File: src/pe_pkg.sv
// shared widths and bus structs for the processing element
// data and psum widths are fixed here; only the pad depths are module parameters
package pe_pkg;

  // ------------------------------------------------
  // widths
  // ------------------------------------------------
  localparam int DATA_WIDTH = 16; // operands and psum_in
  localparam int PSUM_WIDTH = 48; // accumulator, bus word
  localparam int PARA_WIDTH = 8;  // config fields, indices

  // ------------------------------------------------
  // structs
  // ------------------------------------------------
  // latched configuration
  typedef struct packed {
    logic [PARA_WIDTH-1:0] conv_len;   // S*q, 1-D conv length
    logic [PARA_WIDTH-1:0] filter_num; // p, filters in the weight pad
  } pe_cfg_t;

  // tag that rides along with each operand pair
  typedef struct packed {
    logic                  valid;
    logic                  first;  // restart the dot product
    logic                  last;   // emit the sum after this pair
    logic [PARA_WIDTH-1:0] filter; // target psum entry
  } mac_op_t;

  // finished dot product headed for the psum pad
  typedef struct packed {
    logic                  valid;
    logic [PARA_WIDTH-1:0] addr;
    logic [PSUM_WIDTH-1:0] data;
  } psum_wr_t;

endpackage

File: src/mac_unit.sv
// three-stage signed MAC: tag align, multiply, accumulate
// one result per op tagged last, written 3 cycles after that op was issued
`timescale 1ns/10ps

module mac_unit (
  input  logic                          clk,
  input  logic                          rst,
  input  pe_pkg::mac_op_t               op,
  input  logic [pe_pkg::DATA_WIDTH-1:0] weight,
  input  logic [pe_pkg::DATA_WIDTH-1:0] fmap,
  output pe_pkg::psum_wr_t              psum_wr
);
  import pe_pkg::*;

  localparam int PROD_WIDTH = 2 * DATA_WIDTH;

  mac_op_t                      op_d1;    // lines up with pad read data
  mac_op_t                      op_d2;    // lines up with prod
  logic signed [PROD_WIDTH-1:0] prod;
  logic [PSUM_WIDTH-1:0]        prod_ext;
  logic [PSUM_WIDTH-1:0]        acc;
  logic [PSUM_WIDTH-1:0]        sum;

  // tag pipeline
  always_ff @(posedge clk or posedge rst) begin
    if (rst) begin
      op_d1 <= '0;
      op_d2 <= '0;
    end else begin
      op_d1 <= op;
      op_d2 <= op_d1;
    end
  end

  // ------------------------------------------------
  // multiply, then accumulate
  // ------------------------------------------------
  always_ff @(posedge clk) begin
    prod <= $signed(weight) * $signed(fmap);
  end

  assign prod_ext = {{(PSUM_WIDTH-PROD_WIDTH){prod[PROD_WIDTH-1]}}, prod};
  assign sum      = op_d2.first ? prod_ext : acc + prod_ext; // first restarts

  always_ff @(posedge clk) begin
    if (op_d2.valid) begin
      acc <= sum;
    end
  end

  // result write, one cycle pulse on last
  always_ff @(posedge clk or posedge rst) begin
    if (rst) begin
      psum_wr <= '0;
    end else begin
      psum_wr.valid <= op_d2.valid & op_d2.last;
      psum_wr.addr  <= op_d2.filter;
      psum_wr.data  <= sum;
    end
  end

endmodule

File: config.mk
export PLATFORM = sky130hd
export DESIGN_NAME = mac_unit
export DESIGN_NICKNAME = d
export VERILOG_FILES = /design/src/pe_pkg.sv /design/src/mac_unit.sv
export SDC_FILE = /design/constraint.sdc
export NUM_CORES = 1
export LEC_CHECK = 0
export ABC_AREA = 1
export CELL_PAD_IN_SITES_DETAIL_PLACEMENT = 1
export CELL_PAD_IN_SITES_GLOBAL_PLACEMENT = 1
export CORE_MARGIN = 2
export CORE_UTILIZATION = 53
export CTS_BUF_LIST = sky130_fd_sc_hd__clkbuf_4 sky130_fd_sc_hd__clkbuf_8 sky130_fd_sc_hd__clkbuf_16
export DETAILED_ROUTE_END_ITERATION = 8
export DONT_BUFFER_PORTS = 1
export GPL_TIMING_DRIVEN = 1
export PLACE_DENSITY_LB_ADDON = 0.2
export SLEW_MARGIN = 5
export SYNTH_ARGS = -nofsm -noshare
export SYNTH_HDL_FRONTEND = slang
export SYNTH_SLANG_ARGS = --single-unit
File: constraint.sdc
create_clock -name clk -period 4.6 [get_ports clk]
set_clock_uncertainty 0.1 [all_clocks]
set_input_delay 0.23 -clock clk [delete_from_list [all_inputs] [get_ports clk]]
set_output_delay 0.23 -clock clk [all_outputs]
set_load 0.05 [all_outputs]
==> impl_metrics.ini <==
[logic_synthesis]
synth_fp_nets = 3043
synth_ff_type = dfrtp_1
ys_types = 41
syn_area_mm2 = 0.0195
synth_seq_cells = 159
synth_edf_count = 48
synthCells = 2606
postSynthAreaPerCell_um2 = 7.49
synth_warnings = 0
synth.yosys.seq_area_share_pct = 20.8
async_flop_share_pct = 49.7

[worst_hold_path]
worstHoldPathCells = 4
hold_path.class = in2reg

[placed_design]
port_buffers = 0
dp_hpwl_mm = 54.2
finalWeightedCongestion = 0.939

[setup_path]
arrival_ns = 5.16
path_delay_family = adder cells
crit_start = fmap[15]
cpMostUsedCell = fa_1
worst-path-stages = 23
cp-end-kind = register
reg2reg_slack_ns = 1.34
critPathLaunchType = primary input
crit_buf_inv = 6
cp_slowest_cell = fa_1
cp_cell_sequence = clkinvlp_4 -> buf_6 -> buf_4 -> nor2_2 -> fa_1 -> fa_1 -> fa_1 -> fa_1 -> fa_1 -> inv_1 -> fa_1 -> inv_2 -> ha_4 -> nand2_4 -> o21a_1 -> nor2_2 -> nor2_2 -> nor2_1 -> nor2_1 -> nand2_2 -> inv_1 -> nand2_1 -> nand2_1
cp.required_ns = 4.83
path_class = in2reg
slowest_delay_ns = 0.56
r2r_start = prod[31]
rr_endpoint = acc[41]
cp-endpoint = prod[31]
r2r_cells = 12
crit_fanout = 4

[clocking]
htree_levels = 4
ctsRootBufferMaster = clkbuf_16
clock_path_buffers = 2
cts_tree = yes
clk_latency_ns = 0.45
cts_buffers = 17
clkSinkCount = 159
clk_pin_slew_ns = 0.07

[floorplan]
die-height_um = 196
die-area_mm2 = 0.0384
core_area_mm2 = 0.0364
rows = 70
die_x_um = 196
initial_core_util_pct = 53.6
top_level_ports = 102

[global_route]
grt_max_degree = 50
grt_pass1_vias = 19341
grt-ovfl-total = 0
grt_util_all_layers_pct = 35.5
antenna_found_initial = 0
grt_pass1_wl_mm = 104

[run]
drv_cap = 0

[detailed_routing]
viasPerCell = 5.48
drc = 0
drt_pass1_iterations = 5
postRouteAntennaNets = 0
drt-total-wl_mm = 71.2
num_vias = 17341
drt_iter0_drc = 898
wl_per_cell_um = 22.5

[status]
violations = setup timing
status = finished, violations left

[sta]
layout_min_cycle_time_ns = 4.93
final_max_slew_viol_count = 0
finalSetupViolations = 16
fmax_mhz = 203
rsz0062_at_grt = yes
tightestPinTransition_ns = 0.884
hold_violations = 0
maxSlewHeadroom_pct = 41.0
fin_setup_tns_ns = -2.81
period_share_pct = 107
setup_slack_ns = -0.333

[cells_and_area]
final_cell_mix = nand2_1 (784), inv_1 (643), fa_1 (244)
diodes = 0
layout_commonest_cell = nand2_1
synthToLayoutAreaGrowth_pct = 14.7
fill_cells = 4538
layout.nets = 3120
layout-drive-gt1-share_pct = 14.9
[repair_timing]
action	CTS	global route
resized for setup	45	106
buffers inserted	7	11
endpoints found under the setup margin	15	20
pin swaps	11	55
endpoints found under the hold margin	56	0
cloned	0	0
hold buffers	16	0
[worst register-to-register path: stages (launching register included)]
cell	delay, ns
dfxtp_1	0.90
ha_1	0.45
nand2_1	0.14
inv_1	0.13
nand2_1	0.12
nor3_1	0.37
nand2_1	0.13
nor2_1	0.11
nand2_1	0.08
nand3_1	0.10
nand2_1	0.05
nand3_1	0.17
nand2_1	0.13
[routing by layer]
| layer | global-route usage (%) | up-vias | part of all wire, % |
|---|---|---|---|
| met3 | 3.76 | 253 | 3.8 |
| met5 | 0 | - | 0 |
| li1 | - | 7735 | - |
| met4 | 17.8 | 0 | 5.9 |
| met2 | 67.3 | 602 | 53 |
| met1 | 39.3 | 8751 | 37 |
[area by class of cell]
type	count	area, um2	area share [%]
Sequential cell	159	4060	18.1
Timing Repair Buffer	125	1010	4.52
Inverter	705	2660	11.9
Multi-Input combinational cell	1675	13500	60.2
Tap cell	468	586	2.62
Clock inverter	12	118	0.525
Clock buffer	20	478	2.14
[sequential cells by signal, indices dropped and copies added, names as in the netlist]
register	cells
prod	32
op_d1	11
psum_wr	57
op_d2	11
acc	48
[per-stage QoR]
step / utilization, % / hold WS (ns) / instances / worst slack (ns) / area (um2)
2_1_floorplan: - / 0.161 / 2606 / -0.363 / 20300
3_3_place_gp: 57.5 / 0.116 / 3099 / -0.505 / 20900
3_5_place_dp: 57.5 / 0.161 / 3099 / -0.795 / 20900
4_1_cts: 60.2 / 0.0645 / 3154 / -0.182 / 21900
5_1_grt: 61.4 / 0.0866 / 3164 / -0.467 / 22400
6_report: 61.4 / 0.0822 / 3164 / -0.333 / 22400
[logic make-up (layout without fill, tap and decap cells)]
| family | after synthesis | count (layout) | share of synthesized area [%] |
|---|---|---|---|
| and+or+nand+nor | 1121 | 1121 | 23.9 |
| buffers and inverters | 772 | 862 | 14.9 |
| adders and majority gates | 392 | 392 | 35.2 |
| DFF | 159 | 159 | 20.8 |
| AOI/OAI and AO/OA | 122 | 122 | 3.45 |
| xor gates and xnor gates | 40 | 40 | 1.79 |
[cell usage after synthesis, drive strengths merged, types with 5 or more instances]
cell	instances	area share (%)
nand4	20	0.64
a21oi	74	1.9
or2	20	0.64
edfxtp	48	7.4
nand3b	5	0.19
inv	702	14
fa	263	27
xnor2	14	0.63
ha	129	8.3
o21ai	30	0.83
dfrtp	79	10
nand3	103	2.7
a21o	7	0.27
clkbuf	64	1.2
dfxtp	32	3.3
xor2	26	1.2
nand2	827	16
nor3	11	0.31
nor2	133	3.2
[how the worst min path moves through the flow]
stage               slack, ns     endpoint  startpoint
global placement         0.12  psum_wr[36]         rst
floorplan                0.16     op_d1[0]       op[0]
detailed placement       0.16  psum_wr[39]         rst
global route             0.09      prod[2]   weight[2]
finish                   0.08      prod[2]   weight[2]
CTS                      0.06      prod[2]   weight[2]
Power is not shown: default switching activity piles up to over one toggle a cycle in this logic, so the estimate is an artifact.
