`src/pe_pkg.sv`:
```
// shared widths and bus structs for the processing element
// data and psum widths are fixed here; only the pad depths are module parameters
package pe_pkg;

  // ------------------------------------------------
  // widths
  // ------------------------------------------------
  localparam int DATA_WIDTH = 16; // operands and psum_in
  localparam int PSUM_WIDTH = 48; // accumulator, bus word
  localparam int PARA_WIDTH = 8;  // config fields, indices

  // ------------------------------------------------
  // structs
  // ------------------------------------------------
  // latched configuration
  typedef struct packed {
    logic [PARA_WIDTH-1:0] conv_len;   // S*q, 1-D conv length
    logic [PARA_WIDTH-1:0] filter_num; // p, filters in the weight pad
  } pe_cfg_t;

  // tag that rides along with each operand pair
  typedef struct packed {
    logic                  valid;
    logic                  first;  // restart the dot product
    logic                  last;   // emit the sum after this pair
    logic [PARA_WIDTH-1:0] filter; // target psum entry
  } mac_op_t;

  // finished dot product headed for the psum pad
  typedef struct packed {
    logic                  valid;
    logic [PARA_WIDTH-1:0] addr;
    logic [PSUM_WIDTH-1:0] data;
  } psum_wr_t;

endpackage

```
`src/operand_pad.sv`:
```
// operand store with load pointer; load_count must not exceed DEPTH
// words arriving after full are dropped until the next load_start
`timescale 1ns/10ps

module operand_pad #(
  parameter int DEPTH = 36
) (
  input  logic                          clk,
  input  logic                          rst,
  input  logic                          load_start,
  input  logic                          wr_en,
  input  logic [pe_pkg::DATA_WIDTH-1:0] wr_data,
  input  logic [$clog2(DEPTH+1)-1:0]    load_count,
  input  logic [$clog2(DEPTH)-1:0]      rd_addr,
  output logic [pe_pkg::DATA_WIDTH-1:0] rd_data,
  output logic                          full
);
  import pe_pkg::*;

  localparam int AW = $clog2(DEPTH);   // read/write address
  localparam int CW = $clog2(DEPTH+1); // word count, can reach DEPTH

  logic [DATA_WIDTH-1:0] mem [DEPTH];
  logic [CW-1:0]         wr_ptr;
  logic                  wr_ok;

  assign wr_ok = wr_en & ~full & ~load_start; // strobe cycle drops data

  // storage, cleared on reset
  always_ff @(posedge clk or posedge rst) begin
    if (rst) begin
      for (int i = 0; i < DEPTH; i++) begin
        mem[i] <= '0;
      end
    end else if (wr_ok) begin
      mem[wr_ptr[AW-1:0]] <= wr_data;
    end
  end

  // pointer and full flag
  always_ff @(posedge clk or posedge rst) begin
    if (rst) begin
      wr_ptr <= '0;
      full   <= 1'b0;
    end else if (load_start) begin
      wr_ptr <= '0;
      full   <= 1'b0;
    end else if (wr_ok) begin
      wr_ptr <= wr_ptr + 1'b1;
      full   <= (wr_ptr == load_count - 1'b1); // high the cycle after last word
    end
  end

  // registered read, one cycle latency
  always_ff @(posedge clk or posedge rst) begin
    if (rst) begin
      rd_data <= '0;
    end else begin
      rd_data <= mem[rd_addr];
    end
  end

endmodule

```
`config.mk`:
```
export PLATFORM = sky130hd
export DESIGN_NAME = operand_pad
export DESIGN_NICKNAME = d
export VERILOG_FILES = /design/src/pe_pkg.sv /design/src/operand_pad.sv
export SDC_FILE = /design/constraint.sdc
export NUM_CORES = 1
export LEC_CHECK = 0
export BUFFER_PORTS_ARGS = -buffer_cell sky130_fd_sc_hd__clkbuf_2
export CORE_MARGIN = 4
export CORE_UTILIZATION = 68
export CTS_CLUSTER_DIAMETER = 30
export CTS_CLUSTER_SIZE = 40
export DETAILED_ROUTE_END_ITERATION = 12
export HOLD_SLACK_MARGIN = 0.1
export PLACE_DENSITY = 0.88
export SKIP_CTS_REPAIR_TIMING = 1
export SYNTH_ARGS = -nofsm -noshare
export SYNTH_HDL_FRONTEND = slang
export SYNTH_SLANG_ARGS = --single-unit
```
`constraint.sdc`:
```
create_clock -name clk -period 47.9 [get_ports clk]
set_clock_uncertainty 0.1 [all_clocks]
set_input_delay 9.58 -clock clk [delete_from_list [all_inputs] [get_ports clk]]
set_output_delay 9.58 -clock clk [all_outputs]
set_load 0.1 [all_outputs]
```
==> impl_metrics.csv, run 1 <==
group,metric,value,unit
clocking,cts_buffers,108,
timing,finalCritPeriodShare,0.263,
timing,fin_crit,12.62,ns
timing,slew_violations,0,
yosys,synth_area_leaders,"dfrtp_1 55%, mux2_2 24%, mux4_2 9.2%",
power_and_ir_drop,leakagePower,15.4,nW
detailed_routing,firstDrtPassIters,6,
yosys,ys_seq_elements,599,
setup_path,critPathMaxFanout,124,
yosys,synth_top_flop_cell,"dfrtp_1",
grt,grt_use_total,0.353,
yosys,synth_area_leader_cell,"dfrtp_1",
grt,grt_pass1_vias,18589,
timing,setup_tns,0,ns
timing,hold_viol_final,0,
floorplanning,die_width,208,um
yosys,synth.distinct_cells,53,
detailed_routing,wirelength,75.7,mm
job,maxCapViolCount,0,
finish,design_area,31400,sq um
detailed_routing,drc,0,
yosys,synth_edf_count,0,
grt,antenna_found_initial,2,
yosys,syn_area,27300,sq um
clocking,cts_buffer_depth,3,
timing,maxSlewHeadroom,0.178,
floorplanning,dieArea,43400,sq um
yosys,yosysWarningCount,0,
yosys,yosysMostFrequentCell,"dfrtp_1",
yosys,seq_area_frac_synth,0.550,
detailed_routing,vias,16924,
place,routabilityCongestion,0.898,
timing,final-setup-viol-count,0,
grt,grt_overflow,0,
yosys,ys_async_sr_fraction,1.00,
clocking,cts_tree,"done",
setup_path,crit_type,"in -> async",
floorplanning,std_cell_rows,73,
yosys,synth_top_area_frac,0.550,
timing,tightest_slew,1.23,ns
grt,grt_pass1_wl,116,mm
grt,grt_max_degree,125,
clocking,cts.sink_count,599,
clocking,clk_pin_slew,0.05,ns
detailed_routing,viasPerCell,7.10,
yosys,syn_nets,1778,
floorplanning,core_area,39700,sq um
finish,area_growth,15.1,%
finish,seqCellArea,15000,sq um
place,hpwl,41.8,mm
setup_path,critPathMaxStageDelay,0.96,ns
yosys,syn_inst,1744,
run_status,status,"finished, final reports clean",
setup_path,cpMostUsedCell,"buf_4",
clocking,clockRootBuffer,"clkbuf_16",
finish,fillers,1882,
clocking,h-tree-depth,3,
place,port_buffers,48,
timing,fmax,79.3,MHz
floorplanning,ios,49,
setup_path,arrival,13.09,ns
finish,num-nets-final,1800,
yosys,synth_common_cells,"599 x dfrtp_1, 585 x mux2_2, 112 x mux4_2, 82 x clkbuf_1, 59 x mux2i_1",
setup_path,crit_path_end_kind,"async pin",
power_and_ir_drop,p_per_area,45.6,nW/um^2
setup_path,start_kind,"primary input",
setup_path,crit_required,48.38,ns
place,place_area,27500,sq um
finish,layout-drive-gt1-share,0.535,
yosys,synth.avg_cell_area,15.6,sq um
setup_path,path_cells,"clkbuf_2, inv_8, buf_4, buf_4, buf_4",
finish,multi_input_area,11500,sq um
clocking,clock_latency,0.63,ns
detailed_routing,drt-initial-drc-count,2003,
setup_path,cpMaxStageDelayCell,"buf_4",
floorplanning,dieHeight,208,um
timing,rsz0062_at_grt,"no",
hold_path,hp-class,"reg -> reg",
detailed_routing,routedWlPerCell,31.7,um
floorplanning,initial_core_util,0.687,
detailed_routing,ant_nets,0,
finish,utilization,0.790,
power_and_ir_drop,peakVddDrop,0.0310,mV
==> flip-flops by register name, indices dropped and copies added, names as in the netlist <==
register and flops:
rd_data 16, full 1, wr_ptr 6, mem 576
==> path summary, 6_finish.rpt <==
check,from,end,slack (ns),depth (start not counted)
min in group asynchronous,rst,mem[43],9.02,2
worst max register to register,wr_ptr[0],mem[479],44.91,4
worst max-delay path,rst,mem[95],35.28,5
worst min register to register,mem[144],mem[144],0.40,1
max in group clk,rd_addr[1],rd_data[2],35.37,7
worst min-delay path,mem[144],mem[144],0.40,1
==> layer usage <==
| metal | global-route usage | vias up | part of all wire | routed length [um] |
|---|---|---|---|---|
| li1 | - | 6609 | - | - |
| met1 | 0.453 | 8840 | 0.37 | 27600 |
| met2 | 0.552 | 1100 | 0.47 | 35600 |
| met3 | 0.0986 | 373 | 0.098 | 7410 |
| met4 | 0.195 | 2 | 0.066 | 4970 |
| met5 | 0 | - | 0.00011 | 8 |
==> report_power, final <==
group	switching, mW	leakage, nW	internal (mW)	total (mW)
Clock	0.275	1.87	0.528	0.803
Combinational	0.0543	5.30	0.0340	0.0882
Sequential	0.0132	8.24	0.528	0.541
Total	0.342	15.4	1.09	1.43
==> cell usage in the layout, fill, tap and decap left out, types with 4 or more instances in the layout <==
cell and instances:
a221oi_1 4, clkbuf_1 11, inv_1 4, o22ai_1 6, clkinvlp_4 11, xnor2_1 8, a22o_1 19, buf_4 15
a211o_1 15, clkbuf_8 12, clkbuf_2 46, clkinv_4 11, clkbuf_16 110, o221ai_1 32, nand2_2 10, nand2b_1 4
or2_2 5, clkinv_2 15, bufinv_16 16, nor2_2 4, xor2_1 5, inv_6 12, a211oi_1 4, mux2_4 10
mux2i_1 59, dfrtp_1 599, inv_8 4, a32o_1 12, mux2_2 585, mux4_2 112, o31ai_1 4, nor2_1 15
o21ai_0 7, nand2_1 28, nor2b_1 4
==> worst max-delay path: cells and delay by family <==
family / cells / cell delay (ns)
buffers and inverters: 5 / 3.38
==> cell type report <==
| class | instances | share of cell area |
|---|---|---|
| inverter | 6 | 0.000957 |
| timing repair buffer | 63 | 0.0118 |
| tap | 525 | 0.0209 |
| sequential | 599 | 0.478 |
| clock buffer | 133 | 0.0943 |
| multi-input combinational | 988 | 0.366 |
| antenna | 1 | 0.0000797 |
| clock inverter | 69 | 0.0283 |
==> logic make-up (layout without fill, tap and decap cells) <==
| logic type | count (synthesis) | count (layout) | synth area share |
|---|---|---|---|
| buffers and inverters | 157 | 271 | 0.0291 |
| other | 0 | 1 | 0 |
| and+or+nand+nor | 98 | 98 | 0.0215 |
| muxes | 766 | 766 | 0.361 |
| adders and majority gates | 2 | 2 | 0.000917 |
| DFF | 599 | 599 | 0.550 |
| AOI/OAI and AO/OA | 109 | 109 | 0.0336 |
| xor gates and xnor gates | 13 | 13 | 0.00417 |
==> per-stage QoR <==
step / hold slack [ns] / setup slack [ns] / instances / power [mW]
3_3_place_gp: 0.382 / 34.59 / 2181 / 0.628
4_1_cts: 0.397 / 35.12 / 2383 / 1.43
6_report: 0.397 / 35.28 / 2384 / 1.43
5_1_grt: 0.399 / 34.71 / 2383 / 1.47
2_1_floorplan: 0.374 / 21.45 / 1744 / 0.608
3_5_place_dp: 0.387 / 34.48 / 2181 / 0.633
Power figures use the tool's default switching activity.
==> inputs of run 2 (changes only) <==
- CORE_UTILIZATION: 68 -> 57
- PLACE_DENSITY: 0.88 -> 0.79
- clock period: 47.9 -> 10.7 ns (I/O delays scaled with it)
==> run 2 against run 1 <==
  * First-iteration DRC count fell by 36%
  * Die area rose by 19%
  * Total power rose to 4.5 times the previous value
  * Global-route usage fell by 6.9 points
  * Worst setup slack got worse by 29 ns
  * Cell count rose by 3.9%
  * Wire length fell by 6.1%
  * Clock power rose to 4.5 times the previous value
  * Worst hold slack got worse by 0.0014 ns
  * Non-clock buffer count fell by 3
  * Largest power group unchanged
==> impl_metrics.csv, run 2 (same netlist as run 1, synthesis figures left out) <==
group,metric,value,unit
floorplanning,std_cell_rows,79,
clocking,clk_pin_slew,0.05,ns
timing,setup_slack,5.79,ns
finish,mostFrequentLayoutCell,"dfrtp_1",
setup_path,reg2reg_setup_slack,7.80,ns
detailed_routing,vias,16251,
power_and_ir_drop,leakagePower,15.5,nW
timing,tightest_slew,1.19,ns
power_and_ir_drop,p_total,6.44,mW
finish,seqCellArea,15000,sq um
timing,maxSlewHeadroom,0.206,
setup_path,start_kind,"primary input",
finish,diodes,0,
grt,grt_overflow,0,
setup_path,critPathMaxFanout,78,
clocking,h-tree-depth,3,
floorplanning,die_width,227,um
finish,multi_input_area,11500,sq um
timing,hold_viol_final,0,
finish,area_growth,16.1,%
job,maxCapViolCount,0,
clocking,cts_buffer_depth,3,
grt,grt_max_degree,181,
timing,setup_tns,0,ns
setup_path,worstRegToRegCells,4,
timing,slew_violations,0,
setup_path,r2r_start,"full",
power_and_ir_drop,peakVddDrop,0.130,mV
detailed_routing,wirelength,71.0,mm
floorplanning,initial_core_util,0.581,
grt,antenna_found_initial,1,
detailed_routing,firstDrtPassIters,5,
grt,grt_pass1_wl,109,mm
hold_path,hp-class,"reg -> reg",
setup_path,r2r_end,"mem[389]",
floorplanning,core_area,47000,sq um
finish,fillers,3051,
clocking,cts.sink_count,599,
clocking,cts_tree,"done",
place,routabilityCongestion,0.810,
finish,layout-drive-gt1-share,0.539,
hold_path,whs_endpoint,"mem[148]",
place,hpwl,42.1,mm
place,place_ws,5.15,ns
detailed_routing,drc,0,
timing,fmax,204,MHz
finish,largest_register_ffs,576,
hold_path,hold_path_depth,1,
grt,grt_use_total,0.284,
timing,finalCritPeriodShare,0.458,
setup_path,crit_path_end_kind,"register",
setup_path,crit_type,"in -> reg",
run_status,status,"finished, final reports clean",
floorplanning,ios,49,
detailed_routing,routedWlPerCell,28.7,um
timing,final-setup-viol-count,0,
clocking,clockRootBuffer,"clkbuf_16",
clocking,cts_buffers,116,
finish,final_cell_mix,"599 x dfrtp_1, 585 x mux2_2, 118 x clkbuf_16",
floorplanning,dieArea,51400,sq um
grt,grt_pass1_vias,17541,
finish,num-nets-final,1805,
setup_path,arrival,5.34,ns
timing,fin_crit,4.91,ns
floorplanning,dieHeight,227,um
finish,largestRegisters,"mem: 576 flops, rd_data: 16 flops, wr_ptr: 6 flops",
clocking,clock_latency,0.64,ns
finish,largest_register,"mem",
detailed_routing,drt-initial-drc-count,1290,
timing,whs,0.396,ns
place,port_buffers,48,
power_and_ir_drop,p_per_area,203,nW/um^2
timing,rsz0062_at_grt,"no",
detailed_routing,ant_nets,0,
detailed_routing,viasPerCell,6.56,
finish,utilization,0.674,
setup_path,crit_required,11.14,ns
hold_path,min_from,"mem[148]",
[run 2: cell types whose count changed in the layout (fill, tap and decap cells not counted)]
cell        previous run  this run
bufinv_16             16        11
and2_2                 0         1
clkinv_2              15        17
buf_4                 15        10
clkinvlp_4            11        17
inv_6                 12         9
clkinv_4              11        16
inv_8                  4         1
diode_2                1         0
and2_1                 3         2
clkbuf_8              12        18
clkbuf_1              11         9
buf_12                 0         2
clkbuf_16            110       118
[run 2: power breakdown]
part | switching, mW | internal [mW] | total, mW | leakage [nW]
registers | 0.0555 | 2.37 | 2.42 | 8.24
clock network | 1.23 | 2.41 | 3.63 | 1.94
logic | 0.233 | 0.152 | 0.384 | 5.29
[run 2: final cells by class]
| class | instances | share of cell area |
|---|---|---|
| sequential | 599 | 0.473 |
| multi-input combinational | 988 | 0.363 |
| clock buffer | 145 | 0.102 |
| clock inverter | 71 | 0.0247 |
| tap | 607 | 0.0240 |
| timing repair buffer | 60 | 0.0117 |
| inverter | 6 | 0.000830 |
[run 2: routing by layer]
metal  track usage  routed length, um
met5             0                 13
met4         0.103               2500
met3        0.0741               5460
met2         0.452              34000
met1         0.384              29100
[run 2: metrics by stage]
step | area (sq um) | cells
after CTS | 31700 | 2476
after global routing | 31700 | 2476
after detailed placement | 27600 | 2260
after global placement | 27600 | 2260
final | 31700 | 2476
after floorplan | 27300 | 1744
[run 2: worst max-delay path by stage]
stage,startpoint,to,cells past startpoint
after detailed placement,rd_addr[0],rd_data[15],6
after global routing,rd_addr[0],rd_data[8],6
after CTS,rd_addr[0],rd_data[15],6
final,rd_addr[0],rd_data[15],6
after floorplan,rst,full,1
after global placement,rd_addr[0],rd_data[15],6
[run 2: worst max-delay path: stages]
cell and delay, ns:
buf_8 0.64, buf_4 0.91, mux4_2 0.60, a22o_1 0.30, a211o_1 0.35, a32o_1 0.28
