## config.mk

```make
export PLATFORM = sky130hd
export DESIGN_NAME = pe_control
export DESIGN_NICKNAME = d
export VERILOG_FILES = /design/src/pe_pkg.sv /design/src/pe_control.sv
export SDC_FILE = /design/constraint.sdc
export NUM_CORES = 1
export LEC_CHECK = 0
export ABC_AREA = 0
export BUFFER_PORTS_ARGS = -buffer_cell sky130_fd_sc_hd__buf_2
export CAP_MARGIN = 20
export CORE_UTILIZATION = 58
export CTS_CLUSTER_DIAMETER = 50
export DETAILED_ROUTE_END_ITERATION = 8
export GPL_TIMING_DRIVEN = 0
export PLACE_DENSITY = 0.93
export SYNTH_ARGS = -nofsm -noshare
export SYNTH_HDL_FRONTEND = slang
export SYNTH_SLANG_ARGS = --single-unit
```

## constraint.sdc

```tcl
create_clock -name clk -period 3.8 [get_ports clk]
set_input_delay 0.19 -clock clk [delete_from_list [all_inputs] [get_ports clk]]
set_output_delay 0.19 -clock clk [all_outputs]
set_load 0.02 [all_outputs]
```

## src/pe_pkg.sv

```systemverilog
// shared widths and bus structs for the processing element
// data and psum widths are fixed here; only the pad depths are module parameters
package pe_pkg;

  // ------------------------------------------------
  // widths
  // ------------------------------------------------
  localparam int DATA_WIDTH = 16; // operands and psum_in
  localparam int PSUM_WIDTH = 48; // accumulator, bus word
  localparam int PARA_WIDTH = 8;  // config fields, indices

  // ------------------------------------------------
  // structs
  // ------------------------------------------------
  // latched configuration
  typedef struct packed {
    logic [PARA_WIDTH-1:0] conv_len;   // S*q, 1-D conv length
    logic [PARA_WIDTH-1:0] filter_num; // p, filters in the weight pad
  } pe_cfg_t;

  // tag that rides along with each operand pair
  typedef struct packed {
    logic                  valid;
    logic                  first;  // restart the dot product
    logic                  last;   // emit the sum after this pair
    logic [PARA_WIDTH-1:0] filter; // target psum entry
  } mac_op_t;

  // finished dot product headed for the psum pad
  typedef struct packed {
    logic                  valid;
    logic [PARA_WIDTH-1:0] addr;
    logic [PSUM_WIDTH-1:0] data;
  } psum_wr_t;

endpackage

```

## src/pe_control.sv

```systemverilog
// config latch, phase FSM and MAC issue for one PE
// MAC starts only on a rising edge of both-pads-full seen while idle
`timescale 1ns/10ps

module pe_control #(
  parameter int W_PAD_SIZE  = 200,
  parameter int IF_PAD_SIZE = 36
) (
  input  logic                             clk,
  input  logic                             rst,
  input  logic [pe_pkg::PARA_WIDTH-1:0]    cfg_s,
  input  logic [pe_pkg::PARA_WIDTH-1:0]    cfg_q,
  input  logic [pe_pkg::PARA_WIDTH-1:0]    cfg_p,
  input  logic                             start_config,
  input  logic                             start_psum_in_load,
  input  logic                             psum_in_en,
  input  logic                             weight_full,
  input  logic                             fmap_full,
  output pe_pkg::pe_cfg_t                  cfg,
  output logic [$clog2(W_PAD_SIZE+1)-1:0]  weight_load_count,
  output logic [$clog2(IF_PAD_SIZE+1)-1:0] fmap_load_count,
  output logic [$clog2(W_PAD_SIZE)-1:0]    weight_addr,
  output logic [$clog2(IF_PAD_SIZE)-1:0]   fmap_addr,
  output pe_pkg::mac_op_t                  mac_op,
  output logic                             acc_en,
  output logic [pe_pkg::PARA_WIDTH-1:0]    acc_index,
  output logic                             mac_finish,
  output logic                             psum_acc_finish
);
  import pe_pkg::*;

  localparam int WCW = $clog2(W_PAD_SIZE+1);
  localparam int FCW = $clog2(IF_PAD_SIZE+1);
  localparam int FAW = $clog2(IF_PAD_SIZE);

  localparam logic [1:0] ST_IDLE  = 2'd0;
  localparam logic [1:0] ST_ISSUE = 2'd1; // one op per cycle
  localparam logic [1:0] ST_DRAIN = 2'd2; // wait out the MAC pipeline
  localparam logic [1:0] ST_ACC   = 2'd3; // external psum accumulate

  logic [1:0]              state;
  logic [PARA_WIDTH-1:0]   cnt_a;       // position in the 1-D conv
  logic [PARA_WIDTH-1:0]   cnt_b;       // filter index
  logic [1:0]              drain_cnt;
  logic [2*PARA_WIDTH-1:0] w_total;     // conv_len * filter_num, unclipped
  logic                    both_full;
  logic                    both_full_q;
  logic                    mac_begin;
  logic                    a_wrap;
  logic                    b_wrap;
  logic                    acc_last;

  // ------------------------------------------------
  // config
  // ------------------------------------------------
  always_ff @(posedge clk or posedge rst) begin
    if (rst) begin
      cfg <= '0;
    end else if (start_config) begin
      cfg.conv_len   <= PARA_WIDTH'(cfg_s * cfg_q);
      cfg.filter_num <= cfg_p;
    end
  end

  assign w_total           = cfg.conv_len * cfg.filter_num;
  assign weight_load_count = WCW'(w_total);
  assign fmap_load_count   = FCW'(cfg.conv_len); // one full column

  assign both_full = weight_full & fmap_full;
  assign mac_begin = both_full & ~both_full_q & (state == ST_IDLE);
  assign a_wrap    = (cnt_a == cfg.conv_len - 1'b1);
  assign b_wrap    = (cnt_b == cfg.filter_num - 1'b1);
  assign acc_last  = (acc_index == cfg.filter_num - 1'b1);

  // issue outputs, same cycle as the pad addresses
  assign mac_op.valid  = (state == ST_ISSUE);
  assign mac_op.first  = (cnt_a == '0);
  assign mac_op.last   = a_wrap;
  assign mac_op.filter = cnt_b;
  assign fmap_addr     = FAW'(cnt_a);
  assign acc_en        = (state == ST_ACC) & psum_in_en;

  // ------------------------------------------------
  // phase FSM
  // ------------------------------------------------
  always_ff @(posedge clk or posedge rst) begin
    if (rst) begin
      state           <= ST_IDLE;
      cnt_a           <= '0;
      cnt_b           <= '0;
      weight_addr     <= '0;
      drain_cnt       <= '0;
      acc_index       <= '0;
      both_full_q     <= 1'b0;
      mac_finish      <= 1'b0;
      psum_acc_finish <= 1'b0;
    end else begin
      both_full_q     <= both_full;
      mac_finish      <= 1'b0;
      psum_acc_finish <= 1'b0;
      case (state)
        ST_IDLE: begin
          if (mac_begin) begin
            state       <= ST_ISSUE;
            cnt_a       <= '0;
            cnt_b       <= '0;
            weight_addr <= '0;
          end else if (start_psum_in_load) begin
            state     <= ST_ACC;
            acc_index <= '0;
          end
        end
        ST_ISSUE: begin
          weight_addr <= weight_addr + 1'b1; // b*conv_len + a, linear
          if (a_wrap) begin
            cnt_a <= '0;
            cnt_b <= cnt_b + 1'b1;
            if (b_wrap) begin
              state     <= ST_DRAIN;
              drain_cnt <= '0;
            end
          end else begin
            cnt_a <= cnt_a + 1'b1;
          end
        end
        ST_DRAIN: begin
          drain_cnt <= drain_cnt + 1'b1;
          if (drain_cnt == 2'd2) begin
            state      <= ST_IDLE;
            mac_finish <= 1'b1; // 4 cycles after last issue
          end
        end
        default: begin // ST_ACC
          if (acc_en) begin
            acc_index <= acc_index + 1'b1;
            if (acc_last) begin
              state           <= ST_IDLE;
              psum_acc_finish <= 1'b1;
            end
          end
        end
      endcase
    end
  end

endmodule

```

==> impl_metrics.yaml, run 1 <==
synth:
  synth_fp_nets: 690
  synth_flop_cell: "dfrtp_1"
  synth_compound_area_frac: 0.0992
  yosys.area_share.simple: 0.194
  synth_adder_area_share: 0.193
  ys_seq_area_frac: 0.258
  synth.area.top_cells: "dfrtp_1 26%, ha_1 10%, fa_1 9.0%"
  synthMuxAreaShare: 0.0267
  yosysTopAreaCell: "dfrtp_1"
  ys_top_cells_by_count: "73 x inv_1, 55 x dfrtp_1, 54 x xnor2_1"
  yosysMostFrequentCell: "inv_1"
  yosysWarnings: 0
  synth_xor_area_frac: 0.135
  synth_top_family_by_area: "simple AND/OR/NAND/NOR gates"
  synth_seq_cells: 55
  synth_edf_count: 0
  synth.top_cell.area_share: 0.258
  postSynthCellCount: 591
  syn_area_um2: 5340
  synth_async_sr_flop_share: 1.00
  synth.distinct_cells: 62
  synth.avg_cell_area_um2: 9.03
route:
  viasPerCell: 5.94
  wl_met1_um: 5400
  top_layer_used: "met4"
  wl_per_cell_um: 17.8
  dr_wl_met2_um: 7470
  ant_nets: 0
  wl_met3_um: 999
  vias: 4862
  wl_um: 14500
  dr.pass1.iters: 9
  drc_errors: 9
  drtIter0Drc: 383
setup_path:
  cpMostUsedCell: "inv_2"
  startpoint_type: "flip-flop"
  worst-path-buf-inv: 6
  worst_path_max_delay_cell: "fa_1"
  reg2reg_to: "cnt_a[5]"
  worstPathCellList: "buf_8, buf_6, nand2_4, fa_1, inv_2, ha_4, inv_2, fa_1, fa_2, inv_2, ha_4, a21oi_4, xnor2_2, xnor2_2, buf_4"
  critPathLaunch: "cfg[3]"
  rrSetupSlack_ns: 0.31
  critPathTopFamily: "adder cells"
  cp_data_arrival_time_ns: 3.82
  endpoint_kind: "primary output"
  path_class: "reg2out"
  worst-endpoint-required_ns: 3.61
  worst_r2r_path_depth: 10
  crit-reg2reg-launch: "cfg[9]"
  cp_max_fo: 6
  critPathMaxStageDelay_ns: 0.57
hold_path:
  holdPathStages: 2
  holdPathEnd: "cfg[3]"
  hp-start: "cfg_p[3]"
  hold_class: "in2reg"
sta:
  worst_pin_slew_ns: 0.871
  rsz0062_at_grt: "true"
  clock.fmax_mhz: 249
  slew_headroom: 0.414
  post-route-min-period_ns: 4.01
  slew_violations: 0
  hold_ws_ns: 0.0904
  setup_viol: 2
  finClkSkew_ns: 0.0158
  finalHoldViolations: 0
  fin_ws_ns: -0.211
  min_period_over_period: 1.06
global_routing:
  grt_pass1_wl_um: 24900
  grt_max_degree: 44
  antenna_found_initial: 0
  grt.total_usage: 0.323
  grt-ovfl-total: 0
  grt_pass1_vias: 5167
floorplan:
  die_w_um: 97.9
  die_y_um: 97.9
  die_area_um2: 9590
  core_area_um2: 8810
  start_util: 0.606
  rows: 34
  io_pins: 97
clock_tree:
  cts-root-buf: "clkbuf_8"
  clockBufferDepth: 2
  cts.sinks: 55
  worstSkewPairLatency_ns: 0.33
  htreeDepth: 2
  cts_tree: "done"
  cts_made_buffers: 5
  clk_pin_slew_ns: 0.10
pwr:
  p_leak_nw: 3.19
  comb_power_share: 0.693
  clkPwrFrac: 0.084
  p_int_w: 0.00210
  p_switching_w: 0.00197
  p_per_area_nw_per_um2: 641
  ir_drop_v: 0.000459
  switching_share: 0.485
  power_frac_seq: 0.223
final_layout:
  antenna_cells: 0
  fin_cells: 819
  regArea_um2: 1380
  fillers: 610
  multi_input_area_um2: 3570
  final_area_um2: 6340
  drive_above_1_share: 0.278
  area_delta_synth_final_pct: 18.9
  fin_nets: 809
status:
  outcome: "complete, but fails checks"
  violations: "DRC, setup timing"
placement:
  io_buffers: 96
  dpl.hpwl_um: 10300
  gp_congestion: 0.912
  dp_cells: 796
  place_area_um2: 5980
run:
  cap_violations: 0
## logic make-up (layout without fill, tap and decap cells)
logic type	after synthesis	in the layout
compound gates	77	77
xor+xnor	75	75
fa+ha+maj	68	68
buf+inv	111	231
flops	55	55
mux	13	13
simple gates	192	192
## layout by cell type (no fill, tap or decap), types with 9 or more instances in the layout
cell type   n
buf_2      96
inv_1      66
nand2_1    52
dfrtp_1    51
xnor2_1    50
ha_1       41
buf_4      33
and2_1     27
nor2_1     25
fa_1       20
xor2_1     16
nand3_1    15
o21ai_0    14
a21oi_1    14
and3_1     10
mux2_2     10
nand4_1     9
## worst max-delay path by stage
stage | end | slack (ns) | cells after the start
finish | weight_load_count[7] | -0.21 | 15
global route | weight_load_count[7] | -0.31 | 15
CTS | weight_load_count[7] | -0.20 | 13
detailed placement | weight_load_count[7] | -0.37 | 14
global placement | weight_load_count[7] | -0.18 | 14
floorplan | weight_load_count[7] | 0.003 | 13
## routing by layer
layer	GRT usage	up-vias
met4	0.163	0
li1	-	2205
met1	0.387	2338
met2	0.566	250
met5	0	-
met3	0.0472	69
## power by group through the flow
stage | clock network, W | logic, W | registers [W]
2_1_floorplan | 0 | 0.00172 | 0.000964
6_report | 0.000343 | 0.00282 | 0.000908
5_1_grt | 0.000372 | 0.00305 | 0.000927
3_3_place_gp | 0 | 0.00229 | 0.000892
4_1_cts | 0.000345 | 0.00271 | 0.000892
3_5_place_dp | 0 | 0.00243 | 0.000905
## registers in the layout, summed over array words and instances, names as in the netlist
| name | flops |
|---|---|
| acc_index | 8 |
| state | 2 |
| cnt_a | 8 |
| psum_acc_finish | 1 |
| both_full_q | 1 |
| cnt_b | 8 |
| drain_cnt | 2 |
| weight_addr | 8 |
| cfg | 16 |
| mac_finish | 1 |
## area by class of cell
class,count,area share
sequential,55,0.218
inverter,74,0.0438
clock buffer,6,0.0114
clock inverter,2,0.00256
multi-input combinational,425,0.562
timing repair buffer,117,0.104
tap,108,0.0213
buffer,32,0.0365
## metrics by stage
step / util / setup TNS, ns / power, W / setup WS, ns
after floorplan: - / 0 / 0.00269 / 0.00266
after global placement: 0.677 / -0.178 / 0.00319 / -0.178
after detailed placement: 0.679 / -0.371 / 0.00333 / -0.371
after CTS: 0.718 / -0.212 / 0.00395 / -0.197
after global routing: 0.721 / -0.448 / 0.00435 / -0.313
final: 0.721 / -0.263 / 0.00407 / -0.211
## timing repair
action / 4_1_cts / 5_1_grt
setup endpoints to repair: 3 / 3
hold buffers: 1 / 0
pin swaps: 16 / 13
gates resized for setup: 30 / 10
hold endpoints to repair: 12 / 0
setup buffers: 19 / 1
No activity file was read; power rests on OpenSTA's default activity.
==> run 2: changes to the inputs <==
==> constraint.sdc (replaced) <==
create_clock -name clk -period 4.1 [get_ports clk]
set_input_delay 0 -clock clk [delete_from_list [all_inputs] [get_ports clk]]
set_output_delay 0 -clock clk [all_outputs]
set_load 0.02 [all_outputs]
==> run 2 against run 1 <==
  * The flow finishes with violations (DRC)
  * Sequential cell count is the same
  * Clock-buffer cell count is the same
  * Register-to-register slack gained 0.42 ns
  * First-iteration DRC count shrank 35%
  * Sequential power shrank 7.2%
  * Core utilization shrank 0.90 points
  * Critical path type unchanged
  * Highest routed layer unchanged
==> impl_metrics.yaml, run 2 (same netlist as run 1, synthesis figures left out) <==
placement:
  preCtsSetupSlack_ns: 0.144
  io_buffers: 96
  dpl.hpwl_um: 9660
  gp_congestion: 0.875
sta:
  worst_pin_slew_ns: 0.831
  finClkSkew_ns: 0.0101
  post-route-min-period_ns: 3.95
  setup_tns_ns: 0
  clock.fmax_mhz: 253
  finalHoldViolations: 0
  fin_ws_ns: 0.154
  slew_violations: 0
  setup_viol: 0
  slew_headroom: 0.445
  min_period_over_period: 0.963
final_layout:
  layout_common_cells: "98 x buf_2, 71 x inv_1, 54 x xnor2_1"
  fin_nets: 812
  fillers: 621
  regMostFlops: "cfg"
  drive_above_1_share: 0.232
  area_delta_synth_final_pct: 17.4
  final_util: 0.712
  multi_input_area_um2: 3470
  final_common_cell: "buf_2"
  largest_reg_flops: 16
  antenna_cells: 0
  regArea_um2: 1380
floorplan:
  core_area_um2: 8810
  die_area_um2: 9590
  start_util: 0.606
  die_y_um: 97.9
  io_pins: 97
  die_w_um: 97.9
  rows: 34
clock_tree:
  cts_tree: "done"
  cts.sinks: 55
  htreeDepth: 2
  worstSkewPairLatency_ns: 0.32
  clk_pin_slew_ns: 0.10
  cts_made_buffers: 5
  cts-root-buf: "clkbuf_8"
  clockBufferDepth: 2
global_routing:
  grt_pass1_wl_um: 21900
  grt_max_degree: 42
  grt_pass1_vias: 4704
  antenna_found_initial: 0
  grt.total_usage: 0.279
  grt-ovfl-total: 0
setup_path:
  endpoint_kind: "primary output"
  startpoint_type: "flip-flop"
  cp_data_arrival_time_ns: 3.95
  path_class: "reg2out"
  worst-endpoint-required_ns: 4.10
  cp_max_fo: 12
hold_path:
  hold_class: "in2reg"
route:
  drc_errors: 7
  drtIter0Drc: 250
  dr.pass1.iters: 7
  wl_per_cell_um: 15.8
  ant_nets: 0
  vias: 4699
  wl_um: 13000
  viasPerCell: 5.72
pwr:
  p_leak_nw: 3.14
  ir_drop_v: 0.000440
  p_per_area_nw_per_um2: 551
status:
  outcome: "complete, but fails checks"
  violations: "DRC"
run:
  cap_violations: 0
run 2: cell types whose count changed in the layout (fill, tap and decap cells not counted), moves of 5 or more:
cell | before | now
inv_2 | 8 | 3
inv_1 | 66 | 71
dlygate4sd3_1 | 1 | 13
and2_4 | 5 | 0
buf_4 | 33 | 23
run 2: critical path, cell delays in order (launching register included):
cell,delay [ns]
dfrtp_2,0.51
and2_2,0.23
fa_1,0.36
inv_1,0.09
fa_1,0.41
fa_1,0.48
fa_1,0.54
inv_1,0.04
ha_1,0.33
a21oi_2,0.15
xnor2_1,0.15
xnor2_1,0.16
buf_4,0.17
run 2: final cells by class:
type,count,share of cell area
sequential,55,0.221
clock inverter,2,0.00260
inverter,74,0.0443
multi-input combinational,425,0.554
clock buffer,6,0.0116
buffer,32,0.0327
timing repair buffer,120,0.112
tap,108,0.0216
run 2: path summary, 6_finish.rpt:
check	slack [ns]	from	cells after the start	end
worst min-delay path	0.04	cfg_s[0]	3	cfg[8]
worst max register to register	0.73	cfg[8]	10	cnt_b[7]
min in group asynchronous	0.17	rst	3	acc_index[4]
worst min register to register	0.51	drain_cnt[0]	1	drain_cnt[0]
max in group asynchronous	3.39	rst	4	cfg[9]
worst max-delay path	0.15	cfg[2]	12	weight_load_count[7]
run 2: power breakdown:
part / total, W / switching [W] / internal (W)
Combinational: 0.00229 / 0.00131 / 0.000982
Clock: 0.000317 / 0.000194 / 0.000123
Sequential: 0.000843 / 0.000182 / 0.000661
Total: 0.00345 / 0.00169 / 0.00177
run 2: stage by stage:
step | power [W] | cell area (um2) | cells | hold slack (ns)
final | 0.00345 | 6270 | 822 | 0.0392
after global routing | 0.00374 | 6270 | 822 | 0.0287
after CTS | 0.00336 | 6180 | 813 | 0.0236
after detailed placement | 0.00303 | 5970 | 796 | -0.0237
after global placement | 0.00293 | 5950 | 795 | 0.213
after floorplan | 0.00246 | 5340 | 591 | 0.121
run 2: timing repair:
| item | in CTS | in global routing |
|---|---|---|
| hold endpoints to repair | 64 | 0 |
| setup endpoints to repair | 1 | 1 |
| resized for setup | 1 | 8 |
| cloned | 0 | 0 |
| hold buffers | 13 | 0 |
| pin swaps | 0 | 1 |
| buffers inserted | 0 | 10 |
run 2: layer usage:
layer  GRT usage  wire length [um]  vias up
li1            -                 -     2204
met1       0.362              5290     2269
met2       0.483              6700      204
met3      0.0336               793       22
met4      0.0944               227        0
met5           0                 0        -
